**config.mk**
```make
export PLATFORM = sky130hd
export DESIGN_NAME = miu_top
export DESIGN_NICKNAME = d
export VERILOG_FILES = /design/src/miu_pkg.sv /design/src/miu_lane_sequencer.sv /design/src/miu_req_arbiter.sv /design/src/miu_resp_tracker.sv /design/src/miu_top.sv
export VERILOG_INCLUDE_DIRS = /design/src
export SDC_FILE = /design/constraint.sdc
export NUM_CORES = 1
export LEC_CHECK = 0
export BUFFER_PORTS_ARGS = -buffer_cell sky130_fd_sc_hd__buf_4
export CAP_MARGIN = 20
export CORE_AREA = 5 5 273 275
export CTS_BUF_LIST = sky130_fd_sc_hd__clkbuf_4 sky130_fd_sc_hd__clkbuf_8
export DETAILED_ROUTE_END_ITERATION = 12
export DIE_AREA = 0 0 278 280
export PLACE_DENSITY = 0.54
export REMOVE_ABC_BUFFERS = 1
export SYNTH_ARGS = -nofsm -noshare
export SYNTH_HDL_FRONTEND = slang
export SYNTH_SLANG_ARGS = --single-unit
```
**constraint.sdc**
```tcl
create_clock -name clk -period 52.4 [get_ports clk]
set_input_delay 10.48 -clock clk [delete_from_list [all_inputs] [get_ports clk]]
set_output_delay 10.48 -clock clk [all_outputs]
set_load 0.01 [all_outputs]
```
**src/miu_defines.svh**
```systemverilog
`ifndef MIU_DEFINES_SVH
`define MIU_DEFINES_SVH

// Address and data widths
`define MIU_ADDR_W      32
`define MIU_WORD_W      32
`define MIU_LINE_W      128

// Vector split into word lanes
`define MIU_LANES       4

// Address step between lanes in unit-stride mode
`define MIU_LANE_BYTES  4

// Destination register tag
`define MIU_RD_W        5

// Outstanding loads the tracker can hold
`define MIU_PEND_DEPTH  8

`endif

```
**src/miu_pkg.sv**
```systemverilog
`include "miu_defines.svh"

package miu_pkg;

    typedef logic [`MIU_ADDR_W-1:0]         addr_t;
    typedef logic [`MIU_WORD_W-1:0]         word_t;
    typedef logic [`MIU_LINE_W-1:0]         line_t;
    typedef logic [`MIU_RD_W-1:0]           reg_idx_t;
    typedef logic [$clog2(`MIU_LANES)-1:0]  lane_idx_t;

    // Requesters, highest priority first
    typedef enum logic [1:0] {
        SRC_LSU,
        SRC_WMB,
        SRC_TEX
    } src_e;

    typedef enum logic {
        VEC_UNIT,
        VEC_STRIDED
    } vec_mode_e;

    // Idle, then the three trailing lanes of a vector store or load
    typedef enum logic [2:0] {
        SEQ_IDLE,
        SEQ_WR1,
        SEQ_WR2,
        SEQ_WR3,
        SEQ_RD1,
        SEQ_RD2,
        SEQ_RD3
    } seq_state_e;

    // Normalized request after arbitration
    typedef struct packed {
        logic     is_load;
        logic     is_vector;
        logic     is_tex;
        addr_t    addr;
        line_t    wdata;
        reg_idx_t rd;
    } mem_req_t;

    // One beat on the 32-bit global port
    typedef struct packed {
        logic     is_load;
        addr_t    addr;
        word_t    wdata;
        reg_idx_t rd;
    } gbl_req_t;

    typedef struct packed {
        reg_idx_t rd;
        word_t    data;
    } gbl_resp_t;

    typedef struct packed {
        reg_idx_t rd;
        word_t    data_scalar;
        line_t    data_vector;
        logic     is_vector;
        logic     is_tex;
    } miu_resp_t;

endpackage

```
**src/miu_lane_sequencer.sv**
```systemverilog
`timescale 1ns/1ps
`include "miu_defines.svh"

module miu_lane_sequencer import miu_pkg::*; (
    input  logic      clk,
    input  logic      rst_n,

    input  logic      req_valid,
    input  mem_req_t  req,
    output logic      req_ready,

    input  vec_mode_e vec_mode,
    input  addr_t     vec_stride,

    output logic      gbl_valid,
    output gbl_req_t  gbl_req,
    input  logic      gbl_ready,

    output logic      seq_busy
);

    seq_state_e state_q;
    seq_state_e state_d;

    // Held vector request for lanes 1 to 3
    addr_t      base_q;
    line_t      line_q;
    reg_idx_t   rd_q;
    logic       tex_q;

    lane_idx_t  cur_lane;
    logic       cur_load;
    logic       unit_step;

    function automatic addr_t lane_addr(addr_t base, lane_idx_t lane, logic unit,
                                        addr_t stride);
        addr_t step;
        step = unit ? addr_t'(`MIU_LANE_BYTES) : stride;
        return base + addr_t'(lane) * step;
    endfunction

    function automatic word_t lane_word(line_t line, lane_idx_t lane);
        return line[lane*`MIU_WORD_W +: `MIU_WORD_W];
    endfunction

    assign req_ready = (state_q == SEQ_IDLE) && gbl_ready;
    assign seq_busy  = (state_q != SEQ_IDLE);

    // Texture refills always walk unit stride
    assign unit_step = tex_q || (vec_mode == VEC_UNIT);

    always_comb begin
        cur_lane = '0;
        cur_load = 1'b0;
        case (state_q)
            SEQ_WR1: cur_lane = 2'd1;
            SEQ_WR2: cur_lane = 2'd2;
            SEQ_WR3: cur_lane = 2'd3;
            SEQ_RD1: begin
                cur_lane = 2'd1;
                cur_load = 1'b1;
            end
            SEQ_RD2: begin
                cur_lane = 2'd2;
                cur_load = 1'b1;
            end
            SEQ_RD3: begin
                cur_lane = 2'd3;
                cur_load = 1'b1;
            end
            default: ;
        endcase
    end

    // --------------------
    // Global beat drive
    always_comb begin
        if (state_q == SEQ_IDLE) begin
            // Scalar, or lane 0 of a vector, goes straight out
            gbl_valid       = req_valid;
            gbl_req.is_load = req.is_load;
            gbl_req.addr    = req.addr;
            gbl_req.wdata   = lane_word(req.wdata, '0);
            gbl_req.rd      = req.rd;
        end else begin
            gbl_valid       = 1'b1;
            gbl_req.is_load = cur_load;
            gbl_req.addr    = lane_addr(base_q, cur_lane, unit_step, vec_stride);
            gbl_req.wdata   = lane_word(line_q, cur_lane);
            gbl_req.rd      = rd_q;
        end
    end

    always_comb begin
        state_d = state_q;
        case (state_q)
            SEQ_IDLE: begin
                if (req_valid && req_ready && req.is_vector) begin
                    state_d = req.is_load ? SEQ_RD1 : SEQ_WR1;
                end
            end
            SEQ_WR1: if (gbl_ready) state_d = SEQ_WR2;
            SEQ_WR2: if (gbl_ready) state_d = SEQ_WR3;
            SEQ_WR3: if (gbl_ready) state_d = SEQ_IDLE;
            SEQ_RD1: if (gbl_ready) state_d = SEQ_RD2;
            SEQ_RD2: if (gbl_ready) state_d = SEQ_RD3;
            SEQ_RD3: if (gbl_ready) state_d = SEQ_IDLE;
            default: state_d = SEQ_IDLE;
        endcase
    end

    always_ff @(posedge clk or negedge rst_n) begin
        if (!rst_n) begin
            state_q <= SEQ_IDLE;
        end else begin
            state_q <= state_d;
        end
    end

    always_ff @(posedge clk) begin
        if (state_q == SEQ_IDLE && req_valid && req_ready && req.is_vector) begin
            base_q <= req.addr;
            line_q <= req.wdata;
            rd_q   <= req.rd;
            tex_q  <= req.is_tex;
        end
    end

endmodule

```
**src/miu_req_arbiter.sv**
```systemverilog
`timescale 1ns/1ps

module miu_req_arbiter import miu_pkg::*; (
    input  logic     clk,
    input  logic     rst_n,

    input  logic     lsu_valid,
    input  mem_req_t lsu_req,
    output logic     lsu_ready,

    input  logic     wmb_valid,
    input  addr_t    wmb_addr,
    input  word_t    wmb_wdata,
    output logic     wmb_ready,

    input  logic     tex_valid,
    input  addr_t    tex_addr,
    output logic     tex_ready,

    input  logic     pend_full,
    input  logic     tex_done,
    input  logic     req_ready,
    output logic     req_valid,
    output mem_req_t req
);

    logic tex_inflight;
    logic lsu_elig;
    logic tex_elig;
    src_e grant_src;

    // Loads wait while the pending queue is full
    assign lsu_elig = lsu_valid && !(lsu_req.is_load && pend_full);
    assign tex_elig = tex_valid && !tex_inflight && !pend_full;

    // --------------------
    // Fixed priority LSU > WMB > texture
    always_comb begin
        req_valid = 1'b1;
        grant_src = SRC_LSU;
        req       = lsu_req;
        req.is_tex = 1'b0;
        if (lsu_elig) begin
            grant_src = SRC_LSU;
        end else if (wmb_valid) begin
            grant_src     = SRC_WMB;
            req.is_load   = 1'b0;
            req.is_vector = 1'b0;
            req.addr      = wmb_addr;
            req.wdata     = line_t'(wmb_wdata);
            req.rd        = '0;
        end else if (tex_elig) begin
            grant_src     = SRC_TEX;
            req.is_load   = 1'b1;
            req.is_vector = 1'b1;
            req.is_tex    = 1'b1;
            req.addr      = tex_addr;
            req.wdata     = '0;
            req.rd        = '0;
        end else begin
            req_valid = 1'b0;
        end
    end

    assign lsu_ready = req_valid && req_ready && (grant_src == SRC_LSU);
    assign wmb_ready = req_valid && req_ready && (grant_src == SRC_WMB);
    assign tex_ready = req_valid && req_ready && (grant_src == SRC_TEX);

    // One texture refill in flight, released when its line completes
    always_ff @(posedge clk or negedge rst_n) begin
        if (!rst_n) begin
            tex_inflight <= 1'b0;
        end else if (tex_valid && tex_ready) begin
            tex_inflight <= 1'b1;
        end else if (tex_done) begin
            tex_inflight <= 1'b0;
        end
    end

endmodule

```
**src/miu_resp_tracker.sv**
```systemverilog
`timescale 1ns/1ps
`include "miu_defines.svh"

module miu_resp_tracker import miu_pkg::*; (
    input  logic      clk,
    input  logic      rst_n,

    input  logic      acc_valid,
    input  mem_req_t  acc_req,

    input  logic      gbl_resp_valid,
    input  gbl_resp_t gbl_resp,

    output logic      pend_full,
    output logic      pend_empty,

    output logic      resp_valid,
    output miu_resp_t resp,

    output logic      tex_done
);

    localparam int PTR_W = $clog2(`MIU_PEND_DEPTH);

    // --------------------
    // Pending-load queue, one entry per accepted load
    logic pend_vec [`MIU_PEND_DEPTH];
    logic pend_tex [`MIU_PEND_DEPTH];

    logic [PTR_W-1:0] wr_ptr_q;
    logic [PTR_W-1:0] rd_ptr_q;
    logic [PTR_W:0]   count_q;

    logic push;
    logic pop;
    logic resp_hit;
    logic head_vec;
    logic head_tex;

    // Lane collector for vector loads
    lane_idx_t lane_cnt_q;
    line_t     buf_q;
    reg_idx_t  rd_q;

    assign push       = acc_valid && acc_req.is_load;
    assign pend_empty = (count_q == '0);
    assign pend_full  = (count_q == (PTR_W+1)'(`MIU_PEND_DEPTH));

    assign head_vec = pend_vec[rd_ptr_q];
    assign head_tex = pend_tex[rd_ptr_q];

    // Stray responses with nothing pending are dropped
    assign resp_hit = gbl_resp_valid && !pend_empty;
    assign pop      = resp_hit &&
                      (!head_vec || lane_cnt_q == lane_idx_t'(`MIU_LANES - 1));

    always_ff @(posedge clk) begin
        if (push) begin
            pend_vec[wr_ptr_q] <= acc_req.is_vector;
            pend_tex[wr_ptr_q] <= acc_req.is_tex;
        end
    end

    // Depth is a power of two so the pointers wrap on their own
    always_ff @(posedge clk or negedge rst_n) begin
        if (!rst_n) begin
            wr_ptr_q <= '0;
            rd_ptr_q <= '0;
            count_q  <= '0;
        end else begin
            if (push) wr_ptr_q <= wr_ptr_q + 1'b1;
            if (pop) rd_ptr_q <= rd_ptr_q + 1'b1;
            case ({push, pop})
                2'b10:   count_q <= count_q + 1'b1;
                2'b01:   count_q <= count_q - 1'b1;
                default: ;
            endcase
        end
    end

    // --------------------
    // Lane gathering
    always_ff @(posedge clk or negedge rst_n) begin
        if (!rst_n) begin
            lane_cnt_q <= '0;
        end else if (resp_hit && head_vec) begin
            lane_cnt_q <= lane_cnt_q + 1'b1;
        end
    end

    always_ff @(posedge clk) begin
        if (resp_hit && head_vec) begin
            buf_q[lane_cnt_q*`MIU_WORD_W +: `MIU_WORD_W] <= gbl_resp.data;
            // The tag of the first lane names the whole line
            if (lane_cnt_q == '0) rd_q <= gbl_resp.rd;
        end
    end

    // Last lane bypasses the buffer so the line leaves with its fourth beat
    always_comb begin
        resp.rd          = head_vec ? rd_q : gbl_resp.rd;
        resp.data_scalar = gbl_resp.data;
        resp.data_vector = {gbl_resp.data, buf_q[`MIU_LINE_W-`MIU_WORD_W-1:0]};
        resp.is_vector   = head_vec;
        resp.is_tex      = head_tex;
    end

    assign resp_valid = pop;
    assign tex_done   = pop && head_tex;

endmodule

```
**src/miu_top.sv**
```systemverilog
`timescale 1ns/1ps

module miu_top import miu_pkg::*; (
    input  logic      clk,
    input  logic      rst_n,

    input  logic      lsu_valid,
    input  mem_req_t  lsu_req,
    output logic      lsu_ready,

    input  logic      wmb_valid,
    input  addr_t     wmb_addr,
    input  word_t     wmb_wdata,
    output logic      wmb_ready,

    input  logic      tex_valid,
    input  addr_t     tex_addr,
    output logic      tex_ready,

    input  vec_mode_e vec_mode,
    input  addr_t     vec_stride,

    output logic      gbl_valid,
    output gbl_req_t  gbl_req,
    input  logic      gbl_ready,
    input  logic      gbl_resp_valid,
    input  gbl_resp_t gbl_resp,

    output logic      resp_valid,
    output miu_resp_t resp,
    output logic      tex_resp_valid,
    output line_t     tex_resp_data,

    output logic      busy
);

    logic     req_valid;
    logic     req_ready;
    mem_req_t req;
    logic     acc_valid;
    logic     seq_busy;
    logic     pend_full;
    logic     pend_empty;
    logic     tex_done;

    assign acc_valid = req_valid && req_ready;

    miu_req_arbiter i_arbiter (
        .clk       (clk),
        .rst_n     (rst_n),
        .lsu_valid (lsu_valid),
        .lsu_req   (lsu_req),
        .lsu_ready (lsu_ready),
        .wmb_valid (wmb_valid),
        .wmb_addr  (wmb_addr),
        .wmb_wdata (wmb_wdata),
        .wmb_ready (wmb_ready),
        .tex_valid (tex_valid),
        .tex_addr  (tex_addr),
        .tex_ready (tex_ready),
        .pend_full (pend_full),
        .tex_done  (tex_done),
        .req_ready (req_ready),
        .req_valid (req_valid),
        .req       (req)
    );

    miu_lane_sequencer i_sequencer (
        .clk        (clk),
        .rst_n      (rst_n),
        .req_valid  (req_valid),
        .req        (req),
        .req_ready  (req_ready),
        .vec_mode   (vec_mode),
        .vec_stride (vec_stride),
        .gbl_valid  (gbl_valid),
        .gbl_req    (gbl_req),
        .gbl_ready  (gbl_ready),
        .seq_busy   (seq_busy)
    );

    miu_resp_tracker i_tracker (
        .clk            (clk),
        .rst_n          (rst_n),
        .acc_valid      (acc_valid),
        .acc_req        (req),
        .gbl_resp_valid (gbl_resp_valid),
        .gbl_resp       (gbl_resp),
        .pend_full      (pend_full),
        .pend_empty     (pend_empty),
        .resp_valid     (resp_valid),
        .resp           (resp),
        .tex_done       (tex_done)
    );

    // Texture port mirrors the shared response
    assign tex_resp_valid = resp_valid && resp.is_tex;
    assign tex_resp_data  = resp.data_vector;

    assign busy = seq_busy || (req_valid && !req_ready) || !pend_empty;

endmodule

```
==> results.cfg, run 1 <==
[critical_path]
rrSetupSlack_ns = 48.28
crit_chain = buf_4 -> nor2b_4 -> buf_4 -> and3_1 -> fa_1 -> ha_1 -> fa_1 -> a211o_1 -> a211o_1 -> a21oi_1 -> a21oi_1 -> or3_1 -> a31oi_1 -> xnor2_1 -> a21oi_1 -> buf_4
critPathTopFamily = compound AO/OA/AOI/OAI gates
required_ns = 41.92
cp.buffers_inverters = 3
cp_max_fo = 60
endpoint_kind = output pin
cpPeakStageDelay_ns = 0.50
start_kind = primary input
crit_type = in -> out
cp_slowest_cell = buf_4
arrival_ns = 14.96

[sta]
finalCritPeriodShare_pct = 48.55
hold_violations = 0
setup_viol = 0
worst_slew_pin_slew_ns = 1.273
final.setup.tns_ns = 0
finClkSkew_ns = 0.03702
clock.fmax_mhz = 39.31
finalMaxSlewViolations = 0
slew_headroom_pct = 15.14
period_minus_slack_ns = 25.44
grt_setup_unrepaired = no

[grt]
grt_max_degree = 168
track_usage_pct = 16.96
antenna_found_initial = 7
grt_pass1_wl_um = 100500
grt-ovfl-total = 0
grt_pass1_vias = 15520

[synthesis]
synth_area_um2 = 19500
synth.top_cells.by_area = edfxtp_1 44%, buf_4 7.5%, mux2i_1 7.0%, and2_1 6.5%, mux4_2 4.2%
ys_types = 61
ys_seq_area_share_pct = 45.63
synth_ff_type = edfxtp_1
synth_warnings = 0
yosysMostFrequentCell = edfxtp_1
syn_avg_cell_area_um2 = 10.87
synth_edf_count = 283
yosys_register_bits = 299
async_reset_ff_share_pct = 5.351
synth_top_area_share_pct = 43.58
syn_inst = 1794
yosys.area.top_type = edfxtp_1
yosys-top-cells-count = 283 x edfxtp_1, 203 x and2_1, 195 x buf_4, 170 x nand2_1, 136 x mux2i_1

[drt]
wl_met3_um = 6649
wl_met1_um = 29570
drc = 0
wl_per_cell_um = 21.35
firstDrtPassIters = 5
wirelength_um = 70340
ant_nets = 0
dr.max_layer_used = met5
dr_total_vias = 15100
via_per_inst = 4.582
route.met2.wl_um = 32460
drtIter0Drc = 859

[cts]
insertion_delay_ns = 0.65
cts_hold_buf = 0
ctsHtreeMaxLevel = 2
tritoncts = built
cts_buffers = 55
clk_path_buf_depth = 3
clock-sinks = 299
clk_pin_slew_ns = 0.06
post-cts-setup-buffers = 0
root_buffer = clkbuf_8
cts_resized = 0

[placement]
routabilityCongestion = 0.9508
io_buffer_count = 711
hpwl_um = 54100
placed_area_um2 = 24400
numPlacedInstances = 3189

[pwr]
p_clk_share_pct = 19.0
internal_power_uw = 720.7
seq_power_share_pct = 29.5
p_sw_uw = 489.1
power_frac_comb_pct = 51.4
power_density_nw_per_um2 = 47.38
vdd_drop_max_mv = 0.02123
swShare_pct = 40.43
p_leak_nw = 10.90

[cells_and_area]
layout.nets = 2701
final_util_pct = 35.41
fin_area_um2 = 25530
drive_gt1_share_pct = 39.57
final_cells = 3295
area_growth_pct = 30.93

[floorplan]
rows = 99
initial_core_util_pct = 27.05
boundaryPins = 713
die_width_um = 278
fp.coreArea_um2 = 72090
die_h_um = 280
fp.dieArea_um2 = 77840

[min_path]
hp-class = reg -> reg

[flow_run]
drv_cap = 0

[outcome]
status = complete, no violations
## cell families (layout without fill, tap and decap cells)
family,after synthesis,count (layout),share of synthesized area (%)
fa+ha+maj,73,73,5.916
compound gates,237,237,8.361
mux,187,187,12.02
other cells,0,6,0
flops,299,299,45.63
xor+xnor,39,39,1.752
buf+inv,421,957,12.13
simple gates,538,538,14.19
## stage by stage
stage,hold WS (ns),total power [mW],setup slack [ns]
4_1_cts,0.4711,1.232,26.95
5_1_grt,0.4937,1.293,26.75
6_report,0.4672,1.210,26.96
3_5_place_dp,0.4568,0.9936,26.95
3_3_place_gp,0.4550,0.9840,26.95
2_1_floorplan,0.4410,0.7293,21.10
## worst paths after layout
| check | startpoint | depth (start not counted) | to |
|---|---|---|---|
| max | vec_mode | 16 | gbl_req[68] |
| min | i_arbiter.tex_inflight | 1 | i_arbiter.tex_inflight |
| max reg2reg | i_sequencer.state_q[0] | 12 | i_tracker.count_q[3] |
| min reg2reg | i_arbiter.tex_inflight | 1 | i_arbiter.tex_inflight |
| max in group asynchronous | rst_n | 1 | i_sequencer.state_q[2] |
| min in group asynchronous | rst_n | 1 | i_tracker.count_q[1] |
## metal layers
| layer | up-vias | GRT usage, % |
|---|---|---|
| li1 | 7074 | - |
| met1 | 7362 | 22.31 |
| met2 | 563 | 27.06 |
| met3 | 98 | 5.808 |
| met4 | 2 | 4.273 |
| met5 | - | 0 |
## area by class of cell
| class | instances | area, um2 |
|---|---|---|
| multi-input cells | 1074 | 8319 |
| inverters | 125 | 469.2 |
| clock inverters | 26 | 181.4 |
| fillers | 7325 | 46560 |
| repair buffers | 732 | 5508 |
| diodes | 6 | 15.01 |
| flip-flops and latches | 299 | 8907 |
| well taps | 959 | 1200 |
| clock buffers | 74 | 930.9 |
## power by group through the flow
stage / Sequential [mW] / Combinational (mW) / Clock [mW]
6_report: 0.357 / 0.622 / 0.230
5_1_grt: 0.362 / 0.680 / 0.251
3_5_place_dp: 0.362 / 0.631 / 0
3_3_place_gp: 0.361 / 0.623 / 0
4_1_cts: 0.358 / 0.633 / 0.241
2_1_floorplan: 0.383 / 0.346 / 0
## cell usage in the layout (no fill, tap or decap), drive strengths merged, types with 23 or more instances in the layout
| master | count |
|---|---|
| buf | 732 |
| edfxtp | 283 |
| and2 | 203 |
| nand2 | 170 |
| mux2i | 137 |
| inv | 127 |
| a21oi | 74 |
| clkbuf | 74 |
| o21ai | 70 |
| nand3 | 59 |
| nor2 | 50 |
| ha | 41 |
| mux4 | 36 |
| fa | 32 |
| a221o | 26 |
| a21o | 23 |
## flip-flops by register name, summed over array words and instances, names as in the netlist
| signal | count |
|---|---|
| i_tracker.count_q | 4 |
| i_tracker.pend_vec | 8 |
| i_tracker.buf_q | 96 |
| i_sequencer.rd_q | 5 |
| i_sequencer.state_q | 3 |
| i_tracker.wr_ptr_q | 3 |
| i_sequencer.tex_q | 1 |
| i_arbiter.tex_inflight | 1 |
| i_sequencer.line_q | 128 |
| i_tracker.pend_tex | 8 |
| i_tracker.lane_cnt_q | 2 |
| i_sequencer.base_q | 32 |
| i_tracker.rd_q | 5 |
| i_tracker.rd_ptr_q | 3 |
Power figures use the tool's default switching activity.
==> inputs of run 2 (changes only) <==
--- a/config.mk
+++ b/config.mk
@@ -8,11 +8,11 @@
 export LEC_CHECK = 0
 export BUFFER_PORTS_ARGS = -buffer_cell sky130_fd_sc_hd__buf_4
 export CAP_MARGIN = 20
-export CORE_AREA = 5 5 273 275
+export CORE_AREA = 5 5 272 274
 export CTS_BUF_LIST = sky130_fd_sc_hd__clkbuf_4 sky130_fd_sc_hd__clkbuf_8
 export DETAILED_ROUTE_END_ITERATION = 12
-export DIE_AREA = 0 0 278 280
-export PLACE_DENSITY = 0.54
+export DIE_AREA = 0 0 277 279
+export PLACE_DENSITY = 0.56
 export REMOVE_ABC_BUFFERS = 1
 export SYNTH_ARGS = -nofsm -noshare
 export SYNTH_HDL_FRONTEND = slang
==> constraint.sdc (replaced) <==
create_clock -name clk -period 21.8 [get_ports clk]
set_input_delay 4.36 -clock clk [delete_from_list [all_inputs] [get_ports clk]]
set_output_delay 4.36 -clock clk [all_outputs]
set_load 0.01 [all_outputs]
==> results.cfg, run 2 (synthesized netlist as in run 1, its figures left out) <==
[cells_and_area]
final_cells = 3293
layout.nets = 2704
regMostFlops = i_sequencer.line_q
final_util_pct = 36.15
area_growth_pct = 31.83
layout_commonest_cell = buf_4
drive_gt1_share_pct = 39.80
largestRegisters = i_sequencer.line_q (128), i_tracker.buf_q (96), i_sequencer.base_q (32)
final_cell_mix = 732 x buf_4, 283 x edfxtp_1, 203 x and2_1, 170 x nand2_1, 136 x mux2i_1
largest_reg_flops = 128

[critical_path]
crit_type = in -> out
crit_chain = buf_4 -> nor2b_4 -> buf_4 -> and3_1 -> fa_1 -> ha_1 -> fa_1 -> a211o_1 -> a211o_1 -> a21boi_1 -> nor4_1 -> a211oi_2 -> a21oi_1 -> a221o_1 -> buf_4
r2r_cells = 12
critical_path.most_common_cell = buf_4
cp-startpoint = vec_mode
rrSetupSlack_ns = 17.88
endpoint_kind = output pin
start_kind = primary input
cp_slowest_cell = buf_4
arrival_ns = 8.68
required_ns = 17.44
crit_path_end = gbl_req[66]
cp_max_fo = 58
r2r_end = i_tracker.count_q[3]
r2r-start = i_sequencer.state_q[0]
cpPeakStageDelay_ns = 0.48

[grt]
grt_max_degree = 169
grt_pass1_vias = 16090
antenna_found_initial = 13
grt-ovfl-total = 0
grt_pass1_wl_um = 103500
track_usage_pct = 17.50

[pwr]
p_leak_nw = 10.99
power_density_nw_per_um2 = 116.1
power.total_mw = 2.985
vdd_drop_max_mv = 0.08634

[cts]
insertion_delay_ns = 0.66
cts_buffers = 57
ctsHtreeMaxLevel = 2
cts_hold_buf = 0
cts_resized = 0
clk_pin_slew_ns = 0.06
clk_path_buf_depth = 3
tritoncts = built
post-cts-setup-buffers = 0
clock-sinks = 299
root_buffer = clkbuf_8

[sta]
grt_setup_unrepaired = no
worst_slew_pin_slew_ns = 1.423
clock.fmax_mhz = 76.68
final.setup.tns_ns = 0
period_minus_slack_ns = 13.04
finClkSkew_ns = 0.02399
setup_viol = 0
finalMaxSlewViolations = 0
hold_violations = 0
timing.final.ws_setup_ns = 8.758
finalCritPeriodShare_pct = 59.83
slew_headroom_pct = 5.107

[drt]
wl_per_cell_um = 21.79
dr_total_vias = 15200
firstDrtPassIters = 7
drtIter0Drc = 877
wirelength_um = 71760
ant_nets = 0
via_per_inst = 4.617
drc = 0

[placement]
numPlacedInstances = 3181
io_buffer_count = 711
hpwl_um = 54610
pre_cts_ws_ns = 8.734
routabilityCongestion = 1.004

[floorplan]
die_width_um = 277
rows = 98
boundaryPins = 713
initial_core_util_pct = 27.42
fp.coreArea_um2 = 71120
fp.dieArea_um2 = 77280
die_h_um = 279

[outcome]
status = complete, no violations

[min_path]
hp-class = reg -> reg

[flow_run]
drv_cap = 0
run 2: worst min-delay path by stage:
stage	from	end	cells after the start
finish	i_arbiter.tex_inflight	i_arbiter.tex_inflight	1
global route	i_arbiter.tex_inflight	i_arbiter.tex_inflight	1
CTS	i_arbiter.tex_inflight	i_arbiter.tex_inflight	1
detailed placement	i_arbiter.tex_inflight	i_arbiter.tex_inflight	1
global placement	i_arbiter.tex_inflight	i_arbiter.tex_inflight	1
floorplan	i_arbiter.tex_inflight	i_arbiter.tex_inflight	1
run 2: layout make-up:
class / instances / area, um2
Fill cell: 7166 / 45410
Sequential cell: 299 / 8907
Multi-Input combinational cell: 1074 / 8315
Timing Repair Buffer: 733 / 5515
Tap cell: 950 / 1189
Clock buffer: 74 / 943.4
Inverter: 125 / 469.2
Clock inverter: 34 / 357.8
Antenna cell: 4 / 10.01
run 2: stage by stage:
stage,area (um2),hold slack (ns)
after floorplan,17600,0.4410
after global placement,24400,0.4573
after detailed placement,24400,0.4610
after CTS,25700,0.4864
after global routing,25700,0.4950
final,25710,0.4967
run 2: metal layers:
| layer | wire [um] | GRT usage, % |
|---|---|---|
| met5 | 78 | 0 |
| met3 | 6803 | 6.739 |
| met2 | 34480 | 29.24 |
| met1 | 28720 | 21.30 |
| met4 | 1667 | 4.778 |
run 2: critical path: cells and delay by family:
family / cells / cell delay [ns]
adder cells (fa/ha/maj): 3 / 1.14
AO/OA/AOI/OAI: 6 / 1.96
AND/OR/NAND/NOR: 3 / 0.52
buffers and inverters: 3 / 0.72
run 2: power breakdown:
part / internal [mW] / switching (mW)
Sequential: 0.753 / 0.105
Clock: 0.369 / 0.265
Combinational: 0.679 / 0.813
